==> config.mk <==
export PLATFORM = sky130hd
export DESIGN_NAME = nocSwitch
export DESIGN_NICKNAME = d
export VERILOG_FILES = /design/src/nocArbPkg.sv /design/src/nocFlitPkg.sv /design/src/crossbarOutput.sv /design/src/inputPort.sv /design/src/nocSwitch.sv /design/src/packetTimer.sv /design/src/portArbiter.sv
export SDC_FILE = /design/constraint.sdc
export NUM_CORES = 1
export LEC_CHECK = 0
export ABC_AREA = 1
export BUFFER_PORTS_ARGS = -buffer_cell sky130_fd_sc_hd__buf_2
export CAP_MARGIN = 30
export CORE_MARGIN = 2
export CORE_UTILIZATION = 55
export CTS_CLUSTER_DIAMETER = 50
export DETAILED_ROUTE_END_ITERATION = 10
export GPL_ROUTABILITY_DRIVEN = 0
export PLACE_DENSITY = 0.73
export SYNTH_ARGS = -nofsm -noshare
export SYNTH_HDL_FRONTEND = slang
export SYNTH_SLANG_ARGS = --single-unit
==> constraint.sdc <==
create_clock -name clk -period 3.5 [get_ports clk]
set_input_delay 0.35 -clock clk [delete_from_list [all_inputs] [get_ports clk]]
set_output_delay 0.35 -clock clk [all_outputs]
set_load 0.05 [all_outputs]
==> src/nocArbPkg.sv <==
package nocArbPkg;

  // ====================
  // ports
  // ====================

  localparam int NUM_PORTS = 5;

  typedef logic [2:0] portIdx_t;

  localparam portIdx_t PORT_L = 3'd0; // local.
  localparam portIdx_t PORT_N = 3'd1;
  localparam portIdx_t PORT_E = 3'd2;
  localparam portIdx_t PORT_W = 3'd3;
  localparam portIdx_t PORT_S = 3'd4;

  // ====================
  // arbiter states
  // ====================

  // port p owns bit p+1, bit 0 is idle.
  typedef enum logic [5:0] {
    ST_IDLE = 6'b000001,
    ST_L    = 6'b000010,
    ST_N    = 6'b000100,
    ST_E    = 6'b001000,
    ST_W    = 6'b010000,
    ST_S    = 6'b100000
  } grantState_e;

endpackage

==> src/nocFlitPkg.sv <==
package nocFlitPkg;

  // ====================
  // flit fields
  // ====================

  typedef logic [31:0] flitData_t;     // flit payload.
  typedef logic [2:0]  flitId_t;       // flit identifier.
  typedef logic [11:0] packetLength_t; // flits per packet, header included.

  // ====================
  // flit identifier codes
  // ====================

  localparam flitId_t FLIT_IDLE   = 3'd0; // no flit.
  localparam flitId_t FLIT_HEADER = 3'd1; // first flit, carries the length.
  localparam flitId_t FLIT_BODY   = 3'd2;
  localparam flitId_t FLIT_TAIL   = 3'd3; // last flit of a packet.

endpackage

==> src/crossbarOutput.sv <==
`timescale 1ns/1ps

module crossbarOutput (
  input  logic                                            clk,
  input  logic                                            rst,
  input  logic                                            grantValid,
  input  nocArbPkg::portIdx_t                             grantPort,
  input  nocFlitPkg::flitData_t [nocArbPkg::NUM_PORTS-1:0] headFlit,
  input  nocFlitPkg::flitId_t [nocArbPkg::NUM_PORTS-1:0]  headId,
  output nocFlitPkg::flitData_t                           outFlit,
  output nocFlitPkg::flitId_t                             outId,
  output nocArbPkg::portIdx_t                             outPort,
  output logic                                            outValid
);

  // ====================
  // control
  // ====================

  always_ff @(posedge clk)
  begin
    if (rst)
    begin
      outValid <= 1'b0;
      outId    <= nocFlitPkg::FLIT_IDLE;
    end
    else
    begin
      outValid <= grantValid;
      if (grantValid)
        outId <= headId[grantPort];
      else
        outId <= nocFlitPkg::FLIT_IDLE; // line shows idle between flits.
    end
  end

  // ====================
  // payload
  // ====================

  always_ff @(posedge clk)
  begin
    if (grantValid)
    begin
      outFlit <= headFlit[grantPort];
      outPort <= grantPort; // source port of this flit.
    end
  end

endmodule

==> src/inputPort.sv <==
`timescale 1ns/1ps

module inputPort #(
  parameter int FIFO_DEPTH = 4
) (
  input  logic                      clk,
  input  logic                      rst,
  input  nocFlitPkg::flitData_t     flitIn,
  input  nocFlitPkg::flitId_t       flitIdIn,
  input  nocFlitPkg::packetLength_t lengthIn,
  input  logic                      flitValid,
  input  logic                      pop,
  output logic                      full,
  output logic                      req,
  output nocFlitPkg::flitData_t     headFlit,
  output nocFlitPkg::flitId_t       headId,
  output nocFlitPkg::packetLength_t headLength
);

  localparam int PTR_WIDTH = $clog2(FIFO_DEPTH);
  localparam int CNT_WIDTH = $clog2(FIFO_DEPTH + 1);

  nocFlitPkg::flitData_t     flitMem   [FIFO_DEPTH];
  nocFlitPkg::flitId_t       idMem     [FIFO_DEPTH];
  nocFlitPkg::packetLength_t lengthMem [FIFO_DEPTH];

  logic [PTR_WIDTH-1:0] wrPtr;
  logic [PTR_WIDTH-1:0] rdPtr;
  logic [CNT_WIDTH-1:0] count;
  logic                 doWrite;
  logic                 doRead;

  assign full    = (count == CNT_WIDTH'(FIFO_DEPTH));
  assign req     = (count != '0);
  assign doWrite = flitValid && !full; // writes into a full queue are lost.
  assign doRead  = pop && req;

  // head entry, no read latency.
  assign headFlit   = flitMem[rdPtr];
  assign headId     = idMem[rdPtr];
  assign headLength = lengthMem[rdPtr];

  always_ff @(posedge clk)
  begin
    if (doWrite)
    begin
      flitMem[wrPtr]   <= flitIn;
      idMem[wrPtr]     <= flitIdIn;
      lengthMem[wrPtr] <= lengthIn;
    end
  end

  always_ff @(posedge clk)
  begin
    if (rst)
    begin
      wrPtr <= '0;
      rdPtr <= '0;
      count <= '0;
    end
    else
    begin
      if (doWrite)
        wrPtr <= (wrPtr == PTR_WIDTH'(FIFO_DEPTH - 1)) ? '0 : wrPtr + 1'b1;
      if (doRead)
        rdPtr <= (rdPtr == PTR_WIDTH'(FIFO_DEPTH - 1)) ? '0 : rdPtr + 1'b1;
      case ({doWrite, doRead})
        2'b10:   count <= count + 1'b1;
        2'b01:   count <= count - 1'b1;
        default: count <= count;
      endcase
    end
  end

  // the arbiter only pops a port that is requesting.
  popWhileEmpty: assert property (@(posedge clk) disable iff (rst) pop |-> req)
    else $error("inputPort: pop on empty queue");

endmodule

==> src/nocSwitch.sv <==
`timescale 1ns/1ps

module nocSwitch #(
  parameter int FIFO_DEPTH = 4
) (
  input  logic                                                 clk,
  input  logic                                                 rst,
  input  nocFlitPkg::flitData_t [nocArbPkg::NUM_PORTS-1:0]     flitIn,
  input  nocFlitPkg::flitId_t [nocArbPkg::NUM_PORTS-1:0]       flitIdIn,
  input  nocFlitPkg::packetLength_t [nocArbPkg::NUM_PORTS-1:0] lengthIn,
  input  logic [nocArbPkg::NUM_PORTS-1:0]                      flitValid,
  output logic [nocArbPkg::NUM_PORTS-1:0]                      full,
  output nocFlitPkg::flitData_t                                outFlit,
  output nocFlitPkg::flitId_t                                  outId,
  output nocArbPkg::portIdx_t                                  outPort,
  output logic                                                 outValid
);

  logic [nocArbPkg::NUM_PORTS-1:0]                      req;
  logic [nocArbPkg::NUM_PORTS-1:0]                      pop;
  nocFlitPkg::flitData_t [nocArbPkg::NUM_PORTS-1:0]     headFlit;
  nocFlitPkg::flitId_t [nocArbPkg::NUM_PORTS-1:0]       headId;
  nocFlitPkg::packetLength_t [nocArbPkg::NUM_PORTS-1:0] headLength;
  logic                                                 grantValid;
  nocArbPkg::portIdx_t                                  grantPort;

  // ====================
  // input queues
  // ====================

  for (genvar p = 0; p < nocArbPkg::NUM_PORTS; p++)
  begin : portGen
    inputPort #(
      .FIFO_DEPTH (FIFO_DEPTH)
    ) port_i (
      .clk        (clk),
      .rst        (rst),
      .flitIn     (flitIn[p]),
      .flitIdIn   (flitIdIn[p]),
      .lengthIn   (lengthIn[p]),
      .flitValid  (flitValid[p]),
      .pop        (pop[p]),
      .full       (full[p]),
      .req        (req[p]),
      .headFlit   (headFlit[p]),
      .headId     (headId[p]),
      .headLength (headLength[p])
    );
  end

  // ====================
  // arbiter and output
  // ====================

  portArbiter arb_i (
    .clk        (clk),
    .rst        (rst),
    .req        (req),
    .headId     (headId),
    .headLength (headLength),
    .pop        (pop),
    .grantValid (grantValid),
    .grantPort  (grantPort)
  );

  crossbarOutput xbar_i (
    .clk        (clk),
    .rst        (rst),
    .grantValid (grantValid),
    .grantPort  (grantPort),
    .headFlit   (headFlit),
    .headId     (headId),
    .outFlit    (outFlit),
    .outId      (outId),
    .outPort    (outPort),
    .outValid   (outValid)
  );

endmodule

==> src/packetTimer.sv <==
`timescale 1ns/1ps

module packetTimer (
  input  logic                      clk,
  input  logic                      rst,
  input  nocFlitPkg::flitId_t       headId,
  input  nocFlitPkg::packetLength_t headLength,
  input  logic                      runTimer,
  output logic                      timesUp
);

  nocFlitPkg::packetLength_t timeout; // grant length from the last header.
  nocFlitPkg::packetLength_t count;   // pops in the current grant.

  always_ff @(posedge clk)
  begin
    if (rst)
    begin
      timeout <= '0;
      count   <= '0;
      timesUp <= 1'b0;
    end
    else
    begin
      if (headId == nocFlitPkg::FLIT_HEADER)
        timeout <= headLength;
      if (runTimer)
      begin
        count   <= count + 1'b1;
        timesUp <= (count + 1'b1 == timeout); // this pop is the last one.
      end
      else
      begin
        count   <= '0;
        timesUp <= 1'b0;
      end
    end
  end

endmodule

==> src/portArbiter.sv <==
`timescale 1ns/1ps

module portArbiter (
  input  logic                                                  clk,
  input  logic                                                  rst,
  input  logic [nocArbPkg::NUM_PORTS-1:0]                       req,
  input  nocFlitPkg::flitId_t [nocArbPkg::NUM_PORTS-1:0]        headId,
  input  nocFlitPkg::packetLength_t [nocArbPkg::NUM_PORTS-1:0]  headLength,
  output logic [nocArbPkg::NUM_PORTS-1:0]                       pop,
  output logic                                                  grantValid,
  output nocArbPkg::portIdx_t                                   grantPort
);

  nocArbPkg::grantState_e                state;
  nocArbPkg::grantState_e                nextState;
  nocArbPkg::portIdx_t                   curPort;
  logic                                  granted;
  logic                                  hold;
  logic [nocArbPkg::NUM_PORTS-1:0]       runTimer;
  logic [nocArbPkg::NUM_PORTS-1:0]       timesUp;

  // first requester after 'from', 'from' itself last.
  function automatic nocArbPkg::grantState_e nextRequester(
    input nocArbPkg::portIdx_t             from,
    input logic [nocArbPkg::NUM_PORTS-1:0] reqs
  );
    nocArbPkg::grantState_e pick;
    int                     idx;
    pick = nocArbPkg::ST_IDLE;
    // walk from far to near so the nearest requester wins.
    for (int i = nocArbPkg::NUM_PORTS; i >= 1; i--)
    begin
      idx = (int'(from) + i) % nocArbPkg::NUM_PORTS;
      if (reqs[idx])
        pick = nocArbPkg::grantState_e'(6'b000010 << idx);
    end
    return pick;
  endfunction

  // ====================
  // packet timers
  // ====================

  for (genvar p = 0; p < nocArbPkg::NUM_PORTS; p++)
  begin : timerGen
    packetTimer timer_i (
      .clk        (clk),
      .rst        (rst),
      .headId     (headId[p]),
      .headLength (headLength[p]),
      .runTimer   (runTimer[p]),
      .timesUp    (timesUp[p])
    );
  end

  // ====================
  // grant FSM
  // ====================

  always_comb
  begin
    granted = 1'b1;
    case (state)
      nocArbPkg::ST_L: curPort = nocArbPkg::PORT_L;
      nocArbPkg::ST_N: curPort = nocArbPkg::PORT_N;
      nocArbPkg::ST_E: curPort = nocArbPkg::PORT_E;
      nocArbPkg::ST_W: curPort = nocArbPkg::PORT_W;
      nocArbPkg::ST_S: curPort = nocArbPkg::PORT_S;
      default:
      begin
        granted = 1'b0;
        curPort = nocArbPkg::PORT_S; // rotation from idle starts at L.
      end
    endcase
  end

  assign hold = granted && req[curPort] && !timesUp[curPort];

  always_comb
  begin
    for (int p = 0; p < nocArbPkg::NUM_PORTS; p++)
      pop[p] = hold && (curPort == nocArbPkg::portIdx_t'(p));
  end

  assign runTimer   = pop;
  assign grantValid = hold;
  assign grantPort  = curPort;

  always_comb
  begin
    if (hold)
      nextState = state;
    else
      nextState = nextRequester(curPort, req); // one cycle without pop.
  end

  always_ff @(posedge clk)
  begin
    if (rst)
      state <= nocArbPkg::ST_IDLE;
    else
      state <= nextState;
  end

  stateOneHot: assert property (@(posedge clk) disable iff (rst) $onehot(state))
    else $error("portArbiter: state not one-hot");

  singlePop: assert property (@(posedge clk) disable iff (rst) $onehot0(pop))
    else $error("portArbiter: more than one pop");

endmodule

==> metrics list, run 1 <==
- Slew @ Worst Pin: between 900 and 1000 ps
* Number of enable-type register cells in the synthesized netlist: 975
* Top library cells by usage in the layout, fill and taps aside: edfxtp_1 (975), nor2_1 (662), o21ai_0 (498)
- Main combinational cell family by area after synthesis: compound AO/OA/AOI/OAI gates
* Via count of the first global-routing pass: ~30k
- Of the total synthesized cell area, the portion taken by XOR and XNOR cells is 0.0149.
* Leak pwr: between 15 and 20 nW
- In this run the post-CTS setup repair buffer count came out at 0.
- Pin count of the biggest net entering global routing: 71
- Worst rel slew slack: 0.352
* Warnings, synthesis: 0
* RSZ-0062 raised after global routing: no
- When the netlist entered floorplanning its net count stood at a little under 4k.
- Setup-failing EPs final: 0
- Worst Setup End Kind: flop
- Area growth from synthesis to layout: 20.3%
* Min Tclk post-route: 3210 ps
- For this run, global-route usage on met3 was measured as 0.0499.
- Deepest clock path buffer count: 3
* Number of port buffers: 285
- Measured along the x axis, the die boundary spans 292 um.
* Met2 GRT Util: 0.455
- Cell depth of the worst hold path: 2
* First DRT Iteration DRCs: around 3.2k
- Portion of synthesized cell area occupied by the leading cell type: 0.642
* Library cell with the largest summed area after synthesis: edfxtp_1
* Average routed wire per standard cell: 21.5 um
* Proportion of synthesized flip-flops having asynchronous set or reset: 0
- A synthesized cell averages 12.4 um2.
- CTS built an H-tree with a depth of 3.
- Gr busiest metal: met2
- Result of the run: completed
- Required time at the worst-slack endpoint: 4070 ps
* Proportion of synthesized area in mux cells: 0
- The worst register-to-register path begins at arb_i.state[4].
- Of the total synthesized cell area, the portion taken by AND, OR, NAND and NOR gates is 0.0922.
* Achievable frequency: 311 MHz
- Slack of the worst reg-to-reg path: ~290 ps
- The total count of hold-check failures in the final report was 0.
* Die boundary height: 292 um
- TritonCTS built the clock tree.
- Max-cap violations in this run came to 0.
* Setup_tns: 0 ps
* Top cells by area in the synthesized netlist: edfxtp_1 (64%), dfxtp_1 (7.9%), nor2_1 (5.6%)
* Worst Clk Skew: around 47 ps
* Cell chosen for the clock root: clkbuf_16
* GRT Overall Usage: 0.269
- Of the available clock period, the critical path in the final layout requires 0.918.
* Final WS setup: about 290 ps
- 1st-pass router iterations: 5
- In the routed layout, each cell is associated on average with a via count of slightly below 6.
- VDD sags by at most 0.000543 V.
- Number of sinks handled by clock tree synthesis: ~1.2k
* Number of cells on the worst reg-to-reg path: 19
- Met1 Track Usage GR: 0.354
* Hold path startpoint: rst
- For the worst setup path, the data arrival time is 3780 ps.
* Number of antenna violations at the first check in global routing: 14
- The detail route stage leaves a number of antenna-violating nets equal to 0.
- Summing every instance area after synthesis gives ~46,000 um2.
* Number of core rows: 105
* Synth Instances: 3,690
* Area inside the core boundary: 82,100 um2
- The die covers roughly 85,000 um2.
- For hold timing, the worst endpoint is portGen[1].port_i.count[1].
- Prior to clock tree synthesis, the placed netlist has a worst setup slack of 242 ps.
* Post-synthesis share of cell area spent on full adders, half adders and majority gates: 0.0132
- Final Net Count: 4,492
- The first global-routing pass estimated between 150 and 200 mm of wire.
- CTS clk-pin slew, worst paths: about 60 ps
- Of the cells placed in the final design, the portion with a size suffix greater than 1 is 0.145.
* Reg-to-reg critical path endpoint: portGen[1].port_i.count[2]
- Number of distinct library cells after synthesis: 51
- STA classifies the critical path startpoint as a flop.
- CTS Buf Count: roughly 120
- The clock reaches the later pin of the worst-skew pair after 700 ps.
- For this run, design rule violations remaining after detail routing come to 0.
* Commonest non-fill, non-tap cell in the layout: edfxtp_1
- Once layout is complete, the utilization of the core stands at 0.668.
- Starting density of the core: 0.555
- The total overflow left after global routing is 0.
* Complex-gate fraction of the synthesized area: 0.123
- Wires add up to between 100 and 150 mm.
- Among all flip-flop cells after synthesis, the most frequent one is edfxtp_1.
- Register bit count reported by yosys: 1,155
* Share of synthesized area occupied by flip-flops and latches: 0.721
- For this design the ratio of total power to cell area is 598 nW/um2.
- Worst Setup Path Type: flop to flop
- Top fanout value on the critical path: 14
- Min-delay worst type: input port to flop
* Max-slew violations: 0
- During I/O placement, the number of pins put on the boundary was roughly 290.
* Half-perimeter wire length after placement: around 70 mm
* Via total after detailed routing: 31.3k
stage by stage:
stage          total power, mW  area (um2)  std cells  hold slack [ps]
2_1_floorplan             18.4       45600       3690              428
3_3_place_gp              19.7       48400       4921              446
3_5_place_dp              19.8       48400       4921              449
4_1_cts                   32.8       54800       5379             64.8
5_1_grt                   33.8       54800       5384              103
6_report                  32.8       54800       5389             99.2
worst max path at each step:
stage                                     startpoint                               to  slack, ps  depth (start not counted)
after floorplan           portGen[0].port_i.count[2]  portGen[0].port_i.flitMem[0][0]        360                          5
after global placement                arb_i.state[2]       portGen[2].port_i.count[2]        300                         14
after detailed placement              arb_i.state[4]       portGen[0].port_i.count[2]        240                         19
after CTS                             arb_i.state[4]       portGen[0].port_i.count[2]        220                         19
after global routing                  arb_i.state[4]       portGen[2].port_i.count[2]         10                         19
final                                 arb_i.state[4]       portGen[1].port_i.count[2]        290                         19
Yosys cell counts, types with 2 or more instances:
cell type,n
buf_1,13
nand3_1,92
o21ai_0,498
nor2_2,5
o22ai_1,120
xnor2_1,16
nor3_1,21
nand4_1,14
edfxtp_1,975
a22oi_1,9
a32oi_1,5
o32ai_1,36
o211ai_1,27
buf_6,2
dfxtp_1,180
xor2_1,59
o221ai_1,51
inv_1,190
clkbuf_1,166
buf_2,9
a211oi_1,9
o21ai_1,4
nor2_4,3
or2_2,4
nand3_2,3
nand3b_1,2
inv_2,12
a31oi_1,19
nand2_2,6
nor2_1,682
a32o_1,12
clkinv_1,10
a221oi_1,12
a21oi_1,166
nand2_1,190
ha_1,40
fa_1,5
and2_1,3
buf_4,7
nand2_4,2
worst max-delay path: stages, from the launching register on:
cell and delay (ps):
dfxtp_1 390, inv_1 80, nor2_2 130, nand3_4 200
nand2_4 210, inv_4 100, nand2_2 80, nor2_1 50
nor2_2 120, a21oi_4 70, inv_2 200, nand4_1 230
inv_1 110, ha_1 140, inv_1 70, fa_1 390
a21oi_1 160, o21ai_0 120, o21ai_0 170, a21oi_1 50
layout make-up:
type / instances / area [um2]
Fill cell: 5676 / 27300
Clock inverter: 86 / 957
Inverter: 213 / 802
Clock buffer: 137 / 3120
Multi-Input combinational cell: 2125 / 11300
Timing Repair Buffer: 593 / 4450
Antenna cell: 10 / 25.0
Sequential cell: 1155 / 32900
Tap cell: 1070 / 1340
repair_timing:
item / CTS / global route
hold endpoints to repair: 940 / 0
gates resized for setup: 0 / 1
hold buffers: 235 / 0
setup endpoints to repair: 0 / 3
registers in the layout, indices dropped and copies added (netlist names), named ones only:
signal	flops
arb_i.state	6
arb_i.timerGen.timer_i.count	60
arb_i.timerGen.timer_i.timeout	60
arb_i.timerGen.timer_i.timesUp	5
portGen.port_i.count	15
portGen.port_i.flitMem	640
portGen.port_i.idMem	60
portGen.port_i.lengthMem	240
portGen.port_i.rdPtr	10
portGen.port_i.wrPtr	10
xbar_i.outFlit	32
xbar_i.outId	3
xbar_i.outPort	3
xbar_i.outValid	1
where the power goes:
part	internal, mW	switching (mW)
registers	15.7	0.263
clock network	7.62	5.31
logic	1.16	2.69
per-layer routing:
| layer | vias to the layer above | routed length (um) |
|---|---|---|
| li1 | 14451 | - |
| met1 | 15268 | 45400 |
| met2 | 1331 | 57300 |
| met3 | 233 | 9190 |
| met4 | 14 | 3740 |
| met5 | - | 92 |
logic make-up after synthesis:
logic type	count (synthesis)
AOI/OAI and AO/OA	972
xor gates and xnor gates	76
adders and majority gates	45
buffers and inverters	410
DFF	1155
and+or+nand+nor	1032
No activity file was read; power rests on OpenSTA's default activity.
==> run 2, diff against run 1 <==
CORE_ASPECT_RATIO = 1.25   (was not set)
==> metrics list, run 2 (synthesis gave the netlist of run 1 again) <==
- The per-cell routed wire length was 21.6 um (+0.46%).
- The quantity of I/O buffers inserted on ports is 285 (unchanged).
* Antenna Violating Nets Remaining: 0 (unchanged)
* DIE AREA: 85,200 um2 (about the same)
- The final cell count without fillers came to 5,387 (-0.037%).
* Number of hold violations in the final report: 0 (unchanged)
* Via count normalized by instance count: 5.80 (-0.17%)
- Min Tclk post-route: 3140 ps (-72.5 ps)
- Min-delay worst type: input port to flop
- The routed via count came to 31.2k (-0.21%).
- The number of maximum-capacitance constraint violations is 0 (unchanged).
- Among all stages on the critical path, the largest delay is contributed by fa_1.
- The horizontal die dimension was 261 um (-10%).
- Sort of element at the start of the critical path: flop
* First-pass GRT wire length: 174 mm (-0.98%)
- The count of filler cells inserted in the layout was 5,879 (+3.6%).
* Wirelength, routed: 116 mm (+0.42%)
- Share of layout cells above drive strength 1: 0.135 (-0.00929)
* Top fanout value on the critical path: 13 (-1)
- Counting flops per register, the top entry is portGen.port_i.flitMem.
* Top library cells by usage in the layout, fill and taps aside: edfxtp_1 (975), nor2_1 (662), o21ai_0 (498)
- Grouping stages by cell kind, the critical path spends the most delay in simple AND/OR/NAND/NOR gates.
- The worst-case vdd ir drop is 0.000521 V (-3.9%).
- Leak pwr: 19.1 nW (-1.7%)
- Library cell appearing most often on the critical path: inv_1
- Largest registers: portGen.port_i.flitMem (640), portGen.port_i.lengthMem (240)
- The core area came to 82,500 um2 (+0.51%).
- The vertical die dimension came to 326 um (+12%).
- The count of clock tree sinks was 1,155 (unchanged).
- Arrival @ worst endpoint: 3750 ps (-30 ps)
- The number of buffers between clock root and the deepest sink came to 3 (unchanged).
* Area growth from synthesis to layout: 19.0%
- Multi-input combinational cell area: 11,300 um2 (about the same)
- Number of levels the H-tree was split into: 3 (unchanged)
* Worst Setup Path Type: flop to flop
* Number of buffers inserted to repair setup after CTS: 0 (unchanged)
* Maximum cell stage delay along the critical path: 420 ps (+30 ps)
- RSZ-0062 raised after global routing: no
- The total buffers and inverters traversed by the critical path is 5 (unchanged).
* Setup-failing EPs final: 0 (unchanged)
* Critical Path, Cell by Cell: inv_1 > nor2_2 > nand3_2 > nand2_2 > nand2_1 > nand3_1 > nand2_1 > a21oi_4 > clkinv_2 > nand4_1 > buf_4 > inv_1 > ha_1 > inv_1 > fa_1 > nor2_1 > a21oi_1 > nor2_1
- The I/O pin total was 286 (unchanged).
- The post-detailed-route DRC marker count came to 0 (unchanged).
* Required time at the worst-slack endpoint: 4110 ps (+40 ps)
- The highest attainable clock frequency is 319 MHz (+2.3%).
- The power per cell area was 578 nW/um2 (-3.3%).
* Number of core rows: 118 (+12%)
- CTS tree: done
- The flip-flop count of the largest register, all copies and words added was 640 (unchanged).
- Leaving out fill and tap cells, the most frequent cell in the layout is edfxtp_1.
- Total placed cells including tap cells: 4,930 (+0.18%)
- The final net count is 4,485 (-0.16%).
- Pin count of the biggest net entering global routing: 88 (+24%)
- The placed cell area was 48,300 um2 (about the same).
- The first-pass detailed-route iteration total came to 5 (unchanged).
* Half-perimeter wire length after placement: 72.9 mm (+1.4%)
* Max-slew violations: 0 (unchanged)
* Setup_tns: 0 ps (unchanged)
- Worst Clk Skew: 42.1 ps (-5.25 ps)
- Worst hold slack after final layout: 101 ps (+1.90 ps)
- The clock transition time at the flip-flop clock pins of the worst setup and hold paths is 60 ps (about the same).
- GRT Overall Usage: 0.270 (+0.000915)
- The flow ran to the end, and the final reports show no timing, DRC or antenna violations.
- Cell chosen for the clock root: clkbuf_16
- Final Cell Area: 54,300 um2 (-1.1%)
* Final worst path period share: 0.897 (-0.0207)
- The remaining global-route overflow was 0 (unchanged).
- The initial core utilization came to 0.552 (-0.00284).
* First DRT Iteration DRCs: 3,020 (-6.6%)
- Via count of the first global-routing pass: 30.3k (-0.52%)
- Number of antenna violations at the first check in global routing: 20 (+6)
* CTS Buf Count: 111 (-5.1%)
- The register area was 32,900 um2 (unchanged).
- Worst rel slew slack: 0.315 (-0.0361)
* Worst Setup End Kind: flop
- Slew @ Worst Pin: 1030 ps (+54.2 ps)
* Clock latency on the worst-skew pair: 710 ps (about the same)
run 2: worst paths after layout:
| path | startpoint | endpoint | slack (ps) | cells past startpoint |
|---|---|---|---|---|
| min | rst | portGen[2].port_i.count[1] | 100 | 2 |
| max reg2reg | arb_i.state[4] | portGen[1].port_i.count[1] | 360 | 18 |
| max | arb_i.state[4] | portGen[1].port_i.count[1] | 360 | 18 |
| min reg2reg | arb_i.timerGen[1].timer_i.timeout[0] | arb_i.timerGen[1].timer_i.timeout[0] | 460 | 2 |
run 2: metrics by stage:
stage                     worst slack (ps)  utilization  total power [mW]
after floorplan                        357            -              18.4
after global placement                 401        0.586              19.7
after detailed placement               354        0.586              19.8
after CTS                              323        0.657              31.4
after global routing                  60.3        0.657              32.4
final                                  360        0.657              31.4
run 2: timing repair:
item / CTS / global route
endpoints found under the setup margin: 0 / 1
gates resized for setup: 0 / 1
hold buffers: 235 / 0
endpoints found under the hold margin: 940 / 0
run 2: power breakdown:
part / internal [mW] / leakage (nW) / switching [mW]
Sequential: 15.7 / 10.4 / 0.256
Combinational: 1.16 / 7.01 / 2.67
Clock: 6.52 / 1.69 / 5.05
Total: 23.4 / 19.1 / 7.97
run 2: routing by layer:
metal / track usage / up-vias / wire (um)
met5: 0 / - / 19
met3: 0.0437 / 215 / 8850
met4: 0.118 / 4 / 4950
met2: 0.459 / 1368 / 58200
li1: - / 14423 / -
met1: 0.342 / 15222 / 44300
run 2: layout make-up:
type | instances | share of cell area
antenna | 20 | 0.000922
clock buffer | 136 | 0.0529
clock inverter | 66 | 0.0120
inverter | 213 | 0.0148
multi-input combinational | 2125 | 0.207
sequential | 1155 | 0.606
tap | 1080 | 0.0249
timing repair buffer | 592 | 0.0810
run 2: worst reg2reg max path, cell delays in order (launching register included):
cell and delay, ps:
dfxtp_1 400, inv_1 90, nor2_2 90, nand3_2 180
nand2_2 310, nand2_1 90, nand3_1 90, nand2_1 100
a21oi_4 170, clkinv_2 230, nand4_1 150, buf_4 160
inv_1 50, ha_1 180, inv_1 100, fa_1 420
nor2_1 100, a21oi_1 50, nor2_1 90
